<file path="src/source/fma_params.svh">
/* Field widths follow IEEE 754 single precision.
   FMA_CNT_W bounds the longest dot product the cell can count */
`ifndef FMA_PARAMS_SVH
`define FMA_PARAMS_SVH

// ----------------------------------------------------------
// Float format
// ----------------------------------------------------------
`define FMA_EXP_W       8
// Stored mantissa, hidden bit not included
`define FMA_MAN_W       23
`define FMA_FLOAT_W     32
`define FMA_EXP_BIAS    127

// ----------------------------------------------------------
// Sequencing
// ----------------------------------------------------------
// Product counter and length register
`define FMA_CNT_W       8
// Products per answer out of reset
`define FMA_DEFAULT_LEN 4

`endif
</file>
<file path="src/source/fma_ctrl_pkg.sv">
/* Cell sequencer states and the step opcodes it issues to the datapath */

package fma_ctrl_pkg;

    typedef enum logic [2:0] {
        IDLE,
        LOAD,        // One operand held, waiting for the other
        MULTIPLY,
        ALIGN,
        ACCUMULATE,
        NORMALIZE,
        OUTPUT,      // Forward pair, present answer on the last product
        ERROR
    } cell_state_e;

    typedef enum logic [2:0] {
        NOP,
        MUL,
        ALN,
        ACC,
        NRM,
        CLR          // Pack or flag the answer, then zero the sum
    } dp_op_e;

endpackage

</file>
<file path="src/source/float_pkg.sv">
/* External single-precision word and the wider internal form used for
   the product and the running sum. The hidden bit lives in the mantissa */
`include "fma_params.svh"

package float_pkg;

    // Internal widths derived from the external format
    localparam int ACC_EXP_W = `FMA_EXP_W + 2;        // Signed, unbiased
    localparam int ACC_MAN_W = 2 * (`FMA_MAN_W + 1);  // Two integer bits

    // IEEE 754 single precision, as seen on cell ports
    typedef struct packed {
        logic                  sign;
        logic [`FMA_EXP_W-1:0] exponent;
        logic [`FMA_MAN_W-1:0] mantissa;
    } float_sp;

    // Product and accumulator
    // Weight-one bit sits at ACC_MAN_W-2
    typedef struct packed {
        logic                        sign;
        logic signed [ACC_EXP_W-1:0] exponent;
        logic [ACC_MAN_W-1:0]        mantissa;
    } acc_float;

endpackage

</file>
<file path="src/source/fma_cell.sv">
/* One multiply-accumulate cell of a systolic array. Neighbors must not
   raise a request while busy is high */
`timescale 1ns/1ps
`include "fma_params.svh"

module fma_cell
    import float_pkg::*, fma_ctrl_pkg::*;
(
    input  logic                  clk,
    input  logic                  rst,
    input  logic                  up_req,
    input  logic                  left_req,
    input  float_sp               up_operand,
    input  float_sp               left_operand,
    input  logic                  right_busy,
    input  logic                  down_busy,
    input  logic                  cfg_we,
    input  logic [`FMA_CNT_W-1:0] cfg_length,
    output logic                  right_req,
    output logic                  down_req,
    output float_sp               right_operand,
    output float_sp               down_operand,
    output logic                  busy,
    output float_sp               answer,
    output logic                  answer_ready,
    output logic                  error
);

    logic [`FMA_CNT_W-1:0] dot_length;
    logic                  both_valid;
    logic                  one_valid;
    logic                  in_error;
    logic                  capture_en;
    logic                  forward_en;
    logic                  last_product;
    dp_op_e                dp_op;
    float_sp               op_a;
    float_sp               op_b;

    // ----------------------------------------------------------
    // Configuration and operand capture
    // ----------------------------------------------------------
    fma_length_cfg length_cfg_inst (
        .clk, .rst, .cfg_we, .cfg_length, .dot_length
    );

    fma_operand_capture capture_inst (
        .clk, .rst, .up_req, .left_req, .up_operand, .left_operand,
        .capture_en, .forward_en, .op_a, .op_b,
        .both_valid, .one_valid, .in_error,
        .right_req, .down_req, .right_operand, .down_operand
    );

    // ----------------------------------------------------------
    // Control and arithmetic
    // ----------------------------------------------------------
    fma_sequencer sequencer_inst (
        .clk, .rst, .both_valid, .one_valid, .in_error,
        .right_busy, .down_busy, .dot_length,
        .capture_en, .forward_en, .busy, .answer_ready, .error,
        .dp_op, .last_product
    );

    fma_datapath datapath_inst (
        .clk, .rst, .dp_op, .last_product, .op_a, .op_b, .answer
    );

endmodule

</file>
<file path="src/source/fma_datapath.sv">
/* Exponents are kept unbiased inside; mantissas are truncated, never rounded.
   Exponent overflow and underflow are not detected */
`timescale 1ns/1ps
`include "fma_params.svh"

module fma_datapath
    import float_pkg::*, fma_ctrl_pkg::*;
(
    input  logic    clk,
    input  logic    rst,
    input  dp_op_e  dp_op,
    input  logic    last_product,
    input  float_sp op_a,
    input  float_sp op_b,
    output float_sp answer
);

    localparam int EXP_W    = `FMA_EXP_W;
    localparam int LEAD_BIT = ACC_MAN_W - 2;        // Weight-one position
    localparam int SHIFT_W  = $clog2(ACC_MAN_W);
    localparam logic [`FMA_FLOAT_W-1:0] ALL_ONES = '1;

    acc_float                    prod_q;
    acc_float                    acc_q;
    logic                        op_zero;
    logic signed [ACC_EXP_W-1:0] exp_sum;
    logic [ACC_MAN_W-1:0]        man_prod;
    acc_float                    prod_eff;
    acc_float                    prod_aln;
    acc_float                    acc_aln;
    logic signed [ACC_EXP_W:0]   exp_diff;
    logic [ACC_MAN_W-1:0]        mag_sum;
    logic                        sum_sign;
    logic [SHIFT_W-1:0]          lead_shift;
    acc_float                    acc_nrm;
    float_sp                     packed_ans;

    // ----------------------------------------------------------
    // Multiply
    // ----------------------------------------------------------
    assign op_zero  = (op_a.exponent == '0) || (op_b.exponent == '0);
    assign exp_sum  = ACC_EXP_W'(op_a.exponent) + ACC_EXP_W'(op_b.exponent)
                    - ACC_EXP_W'(2 * `FMA_EXP_BIAS);
    assign man_prod = ACC_MAN_W'({1'b1, op_a.mantissa}) * ACC_MAN_W'({1'b1, op_b.mantissa});

    // ----------------------------------------------------------
    // Align to the larger exponent
    // ----------------------------------------------------------
    always_comb begin
        prod_eff = prod_q;
        if (prod_q.mantissa[ACC_MAN_W-1]) begin   // Product in [2,4)
            prod_eff.exponent = prod_q.exponent + ACC_EXP_W'(1);
            prod_eff.mantissa = prod_q.mantissa >> 1;
        end
        acc_aln  = acc_q;
        prod_aln = prod_eff;
        exp_diff = prod_eff.exponent - acc_q.exponent;
        if (prod_eff.mantissa == '0) begin
            prod_aln.exponent = acc_q.exponent;       // Zero product, sum untouched
        end else if (acc_q.mantissa == '0) begin
            acc_aln.exponent = prod_eff.exponent;     // Exact zero takes any exponent
        end else if (exp_diff > 0) begin
            acc_aln.exponent = prod_eff.exponent;
            acc_aln.mantissa = acc_q.mantissa >> exp_diff;
        end else begin
            prod_aln.exponent = acc_q.exponent;
            prod_aln.mantissa = prod_eff.mantissa >> (-exp_diff);
        end
    end

    // Signed magnitude add, larger magnitude sets the sign
    always_comb begin
        if (acc_q.sign == prod_q.sign) begin
            mag_sum  = acc_q.mantissa + prod_q.mantissa;
            sum_sign = acc_q.sign;
        end else if (prod_q.mantissa >= acc_q.mantissa) begin
            mag_sum  = prod_q.mantissa - acc_q.mantissa;
            sum_sign = prod_q.sign;
        end else begin
            mag_sum  = acc_q.mantissa - prod_q.mantissa;
            sum_sign = acc_q.sign;
        end
    end

    // Carry goes right by one, cancellation goes left to the leading one
    always_comb begin
        lead_shift = '0;
        for (int i = 0; i < LEAD_BIT; i++) begin
            if (acc_q.mantissa[i]) lead_shift = SHIFT_W'(LEAD_BIT - i);
        end
        acc_nrm = acc_q;
        if (acc_q.mantissa[ACC_MAN_W-1]) begin
            acc_nrm.exponent = acc_q.exponent + ACC_EXP_W'(1);
            acc_nrm.mantissa = acc_q.mantissa >> 1;
        end else if (!acc_q.mantissa[LEAD_BIT]) begin
            acc_nrm.exponent = acc_q.exponent - ACC_EXP_W'(lead_shift);
            acc_nrm.mantissa = acc_q.mantissa << lead_shift;
        end
    end

    always_comb begin
        packed_ans.sign     = acc_q.sign;
        packed_ans.exponent = EXP_W'(acc_q.exponent + ACC_EXP_W'(`FMA_EXP_BIAS));
        packed_ans.mantissa = acc_q.mantissa[LEAD_BIT-1 -: `FMA_MAN_W];
        if (acc_q.mantissa == '0) packed_ans = '0;
    end

    // ----------------------------------------------------------
    // Registers
    // ----------------------------------------------------------
    always_ff @(posedge clk) begin
        if (dp_op == MUL) begin
            prod_q.sign     <= op_a.sign ^ op_b.sign;
            prod_q.exponent <= op_zero ? '0 : exp_sum;
            prod_q.mantissa <= op_zero ? '0 : man_prod;
        end else if (dp_op == ALN) begin
            prod_q <= prod_aln;
        end
    end

    always_ff @(posedge clk) begin
        if (rst) begin
            acc_q  <= '0;
            answer <= '0;
        end else begin
            answer <= '0;
            unique case (dp_op)
                ALN: acc_q <= acc_aln;
                ACC: begin
                    acc_q.sign     <= sum_sign;
                    acc_q.mantissa <= mag_sum;
                end
                NRM: acc_q <= acc_nrm;
                CLR: begin
                    acc_q  <= '0;
                    answer <= last_product ? packed_ans : float_sp'(ALL_ONES);
                end
                default: ;
            endcase
        end
    end

    // Leading one sits at the weight-one bit, or the sum is exactly zero
    a_norm_fits : assert property (
        @(posedge clk) disable iff (rst)
        (dp_op == NRM) |=> !acc_q.mantissa[ACC_MAN_W-1] &&
                           (acc_q.mantissa[LEAD_BIT] || (acc_q.mantissa == '0))
    ) else $error("accumulator not normalized after normalize");

endmodule

</file>
<file path="src/source/fma_sequencer.sv">
/* One product in flight at a time. OUTPUT holds while either neighbor is
   busy; answer_ready and error are registered one-cycle pulses */
`timescale 1ns/1ps
`include "fma_params.svh"

module fma_sequencer
    import fma_ctrl_pkg::*;
(
    input  logic                  clk,
    input  logic                  rst,
    input  logic                  both_valid,
    input  logic                  one_valid,
    input  logic                  in_error,
    input  logic                  right_busy,
    input  logic                  down_busy,
    input  logic [`FMA_CNT_W-1:0] dot_length,
    output logic                  capture_en,
    output logic                  forward_en,
    output logic                  busy,
    output logic                  answer_ready,
    output logic                  error,
    output dp_op_e                dp_op,
    output logic                  last_product
);

    cell_state_e           state;
    cell_state_e           next_state;
    logic [`FMA_CNT_W-1:0] prod_count;   // Products folded since the last answer

    // ----------------------------------------------------------
    // Next state
    // ----------------------------------------------------------
    always_comb begin
        unique case (state)
            IDLE, LOAD: begin
                if (in_error)        next_state = ERROR;
                else if (both_valid) next_state = MULTIPLY;
                else if (one_valid)  next_state = LOAD;
                else                 next_state = IDLE;
            end
            MULTIPLY:   next_state = ALIGN;
            ALIGN:      next_state = ACCUMULATE;
            ACCUMULATE: next_state = NORMALIZE;
            NORMALIZE:  next_state = OUTPUT;
            OUTPUT: begin
                // Wait for both neighbors before dropping busy
                if (right_busy || down_busy) next_state = OUTPUT;
                else                         next_state = IDLE;
            end
            default:    next_state = IDLE;   // ERROR lasts one cycle
        endcase
    end

    assign capture_en   = (state == IDLE) || (state == LOAD);
    assign busy         = !capture_en;
    assign forward_en   = (state == OUTPUT);
    assign last_product = (state == OUTPUT) && (prod_count == dot_length);

    always_comb begin
        unique case (state)
            MULTIPLY:   dp_op = MUL;
            ALIGN:      dp_op = ALN;
            ACCUMULATE: dp_op = ACC;
            NORMALIZE:  dp_op = NRM;
            OUTPUT:     dp_op = last_product ? CLR : NOP;
            ERROR:      dp_op = CLR;
            default:    dp_op = NOP;
        endcase
    end

    // ----------------------------------------------------------
    // State, product count and status pulses
    // ----------------------------------------------------------
    always_ff @(posedge clk) begin
        if (rst) begin
            state        <= IDLE;
            prod_count   <= '0;
            answer_ready <= 1'b0;
            error        <= 1'b0;
        end else begin
            state        <= next_state;
            answer_ready <= last_product;
            error        <= (state == ERROR);
            if ((state == ERROR) || last_product) begin
                prod_count <= '0;
            end else if (state == ACCUMULATE) begin
                prod_count <= prod_count + 1'b1;
            end
        end
    end

    a_ready_xor_error : assert property (
        @(posedge clk) disable iff (rst)
        !(answer_ready && error)
    ) else $error("answer_ready and error high together");

endmodule

</file>
<file path="src/source/fma_operand_capture.sv">
/* Up operand becomes op_a, left becomes op_b; they may arrive in either order.
   A neighbor must not re-send a side that is already held */
`timescale 1ns/1ps

module fma_operand_capture
    import float_pkg::*;
(
    input  logic    clk,
    input  logic    rst,
    input  logic    up_req,
    input  logic    left_req,
    input  float_sp up_operand,
    input  float_sp left_operand,
    input  logic    capture_en,
    input  logic    forward_en,
    output float_sp op_a,
    output float_sp op_b,
    output logic    both_valid,
    output logic    one_valid,
    output logic    in_error,
    output logic    right_req,
    output logic    down_req,
    output float_sp right_operand,
    output float_sp down_operand
);

    logic a_held;
    logic b_held;
    logic a_next;   // Held after this edge
    logic b_next;

    // Denormal, infinity or NaN
    function automatic logic bad_operand(input float_sp f);
        return (f.exponent == '1) || ((f.exponent == '0) && (f.mantissa != '0));
    endfunction

    assign a_next = a_held || (capture_en && up_req);
    assign b_next = b_held || (capture_en && left_req);

    assign in_error   = capture_en && ((up_req && bad_operand(up_operand)) ||
                                       (left_req && bad_operand(left_operand)));
    assign both_valid = capture_en && a_next && b_next;   // Pair completes on this edge
    assign one_valid  = capture_en && (a_next ^ b_next);

    // ----------------------------------------------------------
    // Arrival tracking
    // ----------------------------------------------------------
    always_ff @(posedge clk) begin
        if (rst) begin
            a_held <= 1'b0;
            b_held <= 1'b0;
        end else if (in_error || both_valid || !capture_en) begin
            a_held <= 1'b0;   // Pair handed on, or partial pair dropped
            b_held <= 1'b0;
        end else begin
            a_held <= a_next;
            b_held <= b_next;
        end
    end

    always_ff @(posedge clk) begin
        if (capture_en && up_req) op_a <= up_operand;
        if (capture_en && left_req) op_b <= left_operand;
    end

    // ----------------------------------------------------------
    // Forwarding, left flows right and up flows down
    // ----------------------------------------------------------
    always_ff @(posedge clk) begin
        if (rst) begin
            right_req <= 1'b0;
            down_req  <= 1'b0;
        end else begin
            right_req <= forward_en;
            down_req  <= forward_en;
        end
    end

    always_ff @(posedge clk) begin
        if (forward_en) begin
            right_operand <= op_b;
            down_operand  <= op_a;
        end
    end

    a_no_resend : assert property (
        @(posedge clk) disable iff (rst)
        capture_en && (a_held || b_held) |-> !(a_held && up_req) && !(b_held && left_req)
    ) else $error("request for an operand already held");

endmodule

</file>
<file path="src/source/fma_length_cfg.sv">
/* Number of products folded into each answer.
   Write only while the cell is idle; zero is not a legal length */
`timescale 1ns/1ps
`include "fma_params.svh"

module fma_length_cfg (
    input  logic                  clk,
    input  logic                  rst,
    input  logic                  cfg_we,
    input  logic [`FMA_CNT_W-1:0] cfg_length,
    output logic [`FMA_CNT_W-1:0] dot_length
);

    localparam int CNT_W = `FMA_CNT_W;

    // ----------------------------------------------------------
    // Length register
    // ----------------------------------------------------------
    always_ff @(posedge clk) begin
        if (rst) begin
            dot_length <= CNT_W'(`FMA_DEFAULT_LEN);
        end else if (cfg_we) begin
            dot_length <= cfg_length;
        end
    end

    // A zero length would never match the product count, so no answer
    // would ever be presented
    a_no_zero_length : assert property (
        @(posedge clk) disable iff (rst)
        cfg_we |-> (cfg_length != '0)
    ) else $error("length write of zero");

endmodule

</file>
<file path="config.mk">
export PLATFORM = sky130hd
export DESIGN_NAME = fma_cell
export DESIGN_NICKNAME = d
export VERILOG_FILES = /design/src/source/fma_ctrl_pkg.sv /design/src/source/float_pkg.sv /design/src/source/fma_cell.sv /design/src/source/fma_datapath.sv /design/src/source/fma_sequencer.sv /design/src/source/fma_operand_capture.sv /design/src/source/fma_length_cfg.sv
export VERILOG_INCLUDE_DIRS = /design/src /design/src/source
export SDC_FILE = /design/constraint.sdc
export NUM_CORES = 2
export LEC_CHECK = 0
export BUFFER_PORTS_ARGS = -buffer_cell sky130_fd_sc_hd__buf_2
export CORE_MARGIN = 2
export CORE_UTILIZATION = 35
export DETAILED_ROUTE_END_ITERATION = 8
export PLACE_DENSITY = 0.57
export SLEW_MARGIN = 20
export SYNTH_ARGS = -nofsm -noshare
export SYNTH_HDL_FRONTEND = slang
export SYNTH_SLANG_ARGS = --single-unit
</file>
<file path="constraint.sdc">
create_clock -name clk -period 20.4 [get_ports clk]
set_input_delay 6.12 -clock clk [delete_from_list [all_inputs] [get_ports clk]]
set_output_delay 6.12 -clock clk [all_outputs]
set_load 0.1 [all_outputs]
</file>
==> summary.md <==
| Metric | Value |
|---|---|
| Die ar. | `143,000 um^2` |
| Post-DRT Antenna Nets | `0` |
| IO Count | `180` |
| Dominant cell type by area after synthesis | `fa_1` |
| Overall routing resource usage | `27.2%` |
| H-tree Lvls | `2` |
| Vias in the first global route | `45,100` |
| IO buf count | `179` |
| Clk slew on worst S/H paths | `0.06 ns` |
| Via-to-Cell Ratio | `5.84` |
| Setup violators final | `0` |
| Ys async rst share | `0%` |
| CTS Buf Count | `40` |
| Register area share after synthesis | `16.2%` |
| Clock Latency Late Sink | `0.68 ns` |
| Slew Limit Fails | `0` |
| Yosys reg bits | `302` |
| CTS Buffer Depth | `3` |
| DP Wirelength | `153 mm` |
| Initial antenna violation count | `2` |
| WL final | `198 mm` |
| GR Overflow Total | `0` |
| Setup Skew | `0.0868 ns` |
| Hold violation total from the final report | `0` |
| Num Clock Sinks | `302` |
| Design area | `53,300 um^2` |
| Wirelength per Cell | `25.1 um` |
| Initial Utilization | `35.2%` |
| Worst-Margin Slew | `1.14 ns` |
| Relative max-transition margin | `22.3%` |
| Crit path capture type | `flip-flop` |
| Die H | `378 um` |
| Top FF cell, synth | `edfxtp_1` |
| Synth top area cells | `fa_1 (20%), edfxtp_1 (11%), ha_1 (8.8%)` |
| Critical Path RT | `20.77 ns` |
| CP startpoint kind | `flip-flop` |
| Core area | `139,000 um^2` |
| HP Class | `reg2reg` |
| First-pass GRT wire length | `294 mm` |
| Avg Cell Area, Syn | `8.15 um^2` |
| Cell Area, Synth | `48,900 um^2` |
| P&R area growth vs syn | `8.97%` |
| Max Cap Viol | `0` |
| EDFF count, synth | `187` |
| Critical path type | `reg2reg` |
| DRC viols | `0` |
| Nets | `6,884` |
| GP Congestion | `1.05` |
| CTS resizes | `0` |
| Layout cells sized above 1 | `8.84%` |
| First DRT Iteration DRCs | `4,831` |
| Largest net degree at the start of global routing | `71` |
| FMAX | `112 MHz` |
| Final Critical Period | `8.92 ns` |
| Outcome | `completed` |
| Setup TNS | `0 ns` |
| CTS root buffer | `clkbuf_16` |
| CTS tree | `built` |
| Die extent in x | `378 um` |
| Drt pass-1 iters | `6` |
| Routed vias | `46,000` |
| Syn. warnings | `0` |
| Worst hold slack | `0.484 ns` |
| Post-CTS Setup Bufs | `0` |
| Placed Area | `51,900 um^2` |
| Count of cell types in the netlist | `90` |
| Fillers | `14,500` |
| RSZ-0062 raised after global routing | `no` |
| Non-filler cells, final | `7,880` |
| Ant diodes | `0` |
| Cells after synthesis | `6,003` |
| Yosys top cell area share | `20.0%` |
| FP Rows | `137` |
| Crit share post-route | `43.7%` |
| Arr. time, crit path | `9.29 ns` |
| Placed Cells | `7,806` |
| Synthesized Nets | `6,915` |
| CTS Hold Bufs | `0` |
| Max FO, Critical Path | `25` |
[cell families (layout without fill, tap and decap cells)]
| kind of cell | after synthesis | count (layout) | share of synthesized area [%] |
|---|---|---|---|
| compound gates | 1449 | 1449 | 19.1 |
| xor+xnor | 146 | 146 | 2.61 |
| fa+ha+maj | 833 | 833 | 28.8 |
| buf+inv | 1114 | 1115 | 8.68 |
| flops | 302 | 302 | 16.2 |
| mux | 291 | 291 | 6.92 |
| simple gates | 1868 | 1868 | 17.7 |
[placed cells by master, fill, tap and decap left out, types with 179 or more instances in the layout]
cell type,count
a21oi_1,414
and2_1,241
buf_2,179
edfxtp_1,187
fa_1,487
ha_1,344
inv_1,709
mux2i_1,226
nand2_1,797
nor2_1,347
o21ai_0,305
[path summary, 6_finish.rpt]
check                             start                              to  slack (ns)  cells past startpoint
setup reg to reg   capture_inst.op_b[3]        datapath_inst.prod_q[45]       11.48                     25
hold reg to reg   capture_inst.op_b[31]  capture_inst.right_operand[31]        0.48                      0
setup / recovery   capture_inst.op_b[3]        datapath_inst.prod_q[45]       11.48                     25
hold / removal    capture_inst.op_b[31]  capture_inst.right_operand[31]        0.48                      0
[layout make-up]
type | count | area (um^2) | share of cell area, %
clock buffers | 42 | 1020 | 1.91
clock inverters | 32 | 370 | 0.695
inverters | 716 | 2690 | 5.04
multi-input cells | 4587 | 37000 | 69.4
flip-flops and latches | 302 | 7920 | 14.8
well taps | 1876 | 2350 | 4.40
repair buffers | 325 | 1990 | 3.74
[stage by stage]
stage               setup WS, ns  utilization, %
global route               10.84            38.3
CTS                        11.41            38.3
detailed placement         11.33            37.3
global placement           10.82            37.3
finish                     11.48            38.3
floorplan                  12.58               -
[critical path, cell delays in order, from the launching register on]
cell and delay [ns]:
edfxtp_1 1.10, nand2_1 0.19, fa_1 0.58, inv_1 0.05, fa_1 0.46, fa_1 0.55
inv_1 0.06, fa_1 0.50, inv_1 0.05, fa_1 0.53, inv_1 0.05, fa_1 0.47
inv_1 0.05, fa_1 0.36, ha_1 0.37, a2111oi_0 0.72, nand3_1 0.15, a211oi_1 0.32
o21ai_0 0.25, o32ai_1 0.72, o31ai_1 0.20, nand4_1 0.17, a31oi_1 0.16, a21o_1 0.21
a211oi_1 0.22, o32ai_1 0.10
[synth_stat cells, drive strengths merged, types with 27 or more instances]
| master | number |
|---|---|
| a21oi | 415 |
| nand2b | 40 |
| nor2b | 27 |
| mux2i | 226 |
| a31oi | 71 |
| o21ai | 315 |
| nand2 | 797 |
| nand4 | 68 |
| a211oi | 48 |
| mux4 | 35 |
| nor2 | 351 |
| mux2 | 30 |
| clkbuf | 339 |
| xor2 | 39 |
| o31ai | 31 |
| dfxtp | 115 |
| or3 | 32 |
| xnor2 | 107 |
| fa | 488 |
| o22ai | 53 |
| inv | 710 |
| a21o | 58 |
| o211ai | 56 |
| o21bai | 66 |
| buf | 59 |
| ha | 345 |
| a221oi | 63 |
| nor4 | 50 |
| and3 | 32 |
| and2 | 246 |
| edfxtp | 187 |
| nand3 | 96 |
| o21a | 29 |
| nor3 | 87 |
[layer usage]
metal / routed length [um] / share of wire, % / GRT usage [%] / vias up
li1: - / - / - / 20600
met1: 80500 / 41 / 34.9 / 22700
met2: 89600 / 45 / 43.9 / 2299
met3: 15800 / 8.0 / 4.84 / 509
met4: 11700 / 5.9 / 13.5 / 0
met5: 0 / 0 / 0 / -
[registers in the layout, indices dropped and copies added (netlist names), 3 cells and up]
register / cells
datapath_inst.acc_q: 58
datapath_inst.prod_q: 58
capture_inst.down_operand: 32
capture_inst.op_a: 32
capture_inst.op_b: 32
capture_inst.right_operand: 32
datapath_inst.answer: 32
length_cfg_inst.dot_length: 8
sequencer_inst.prod_count: 8
sequencer_inst.state: 3
Power is not shown: default switching activity piles up to over one toggle a cycle in this logic, so the estimate is an artifact.
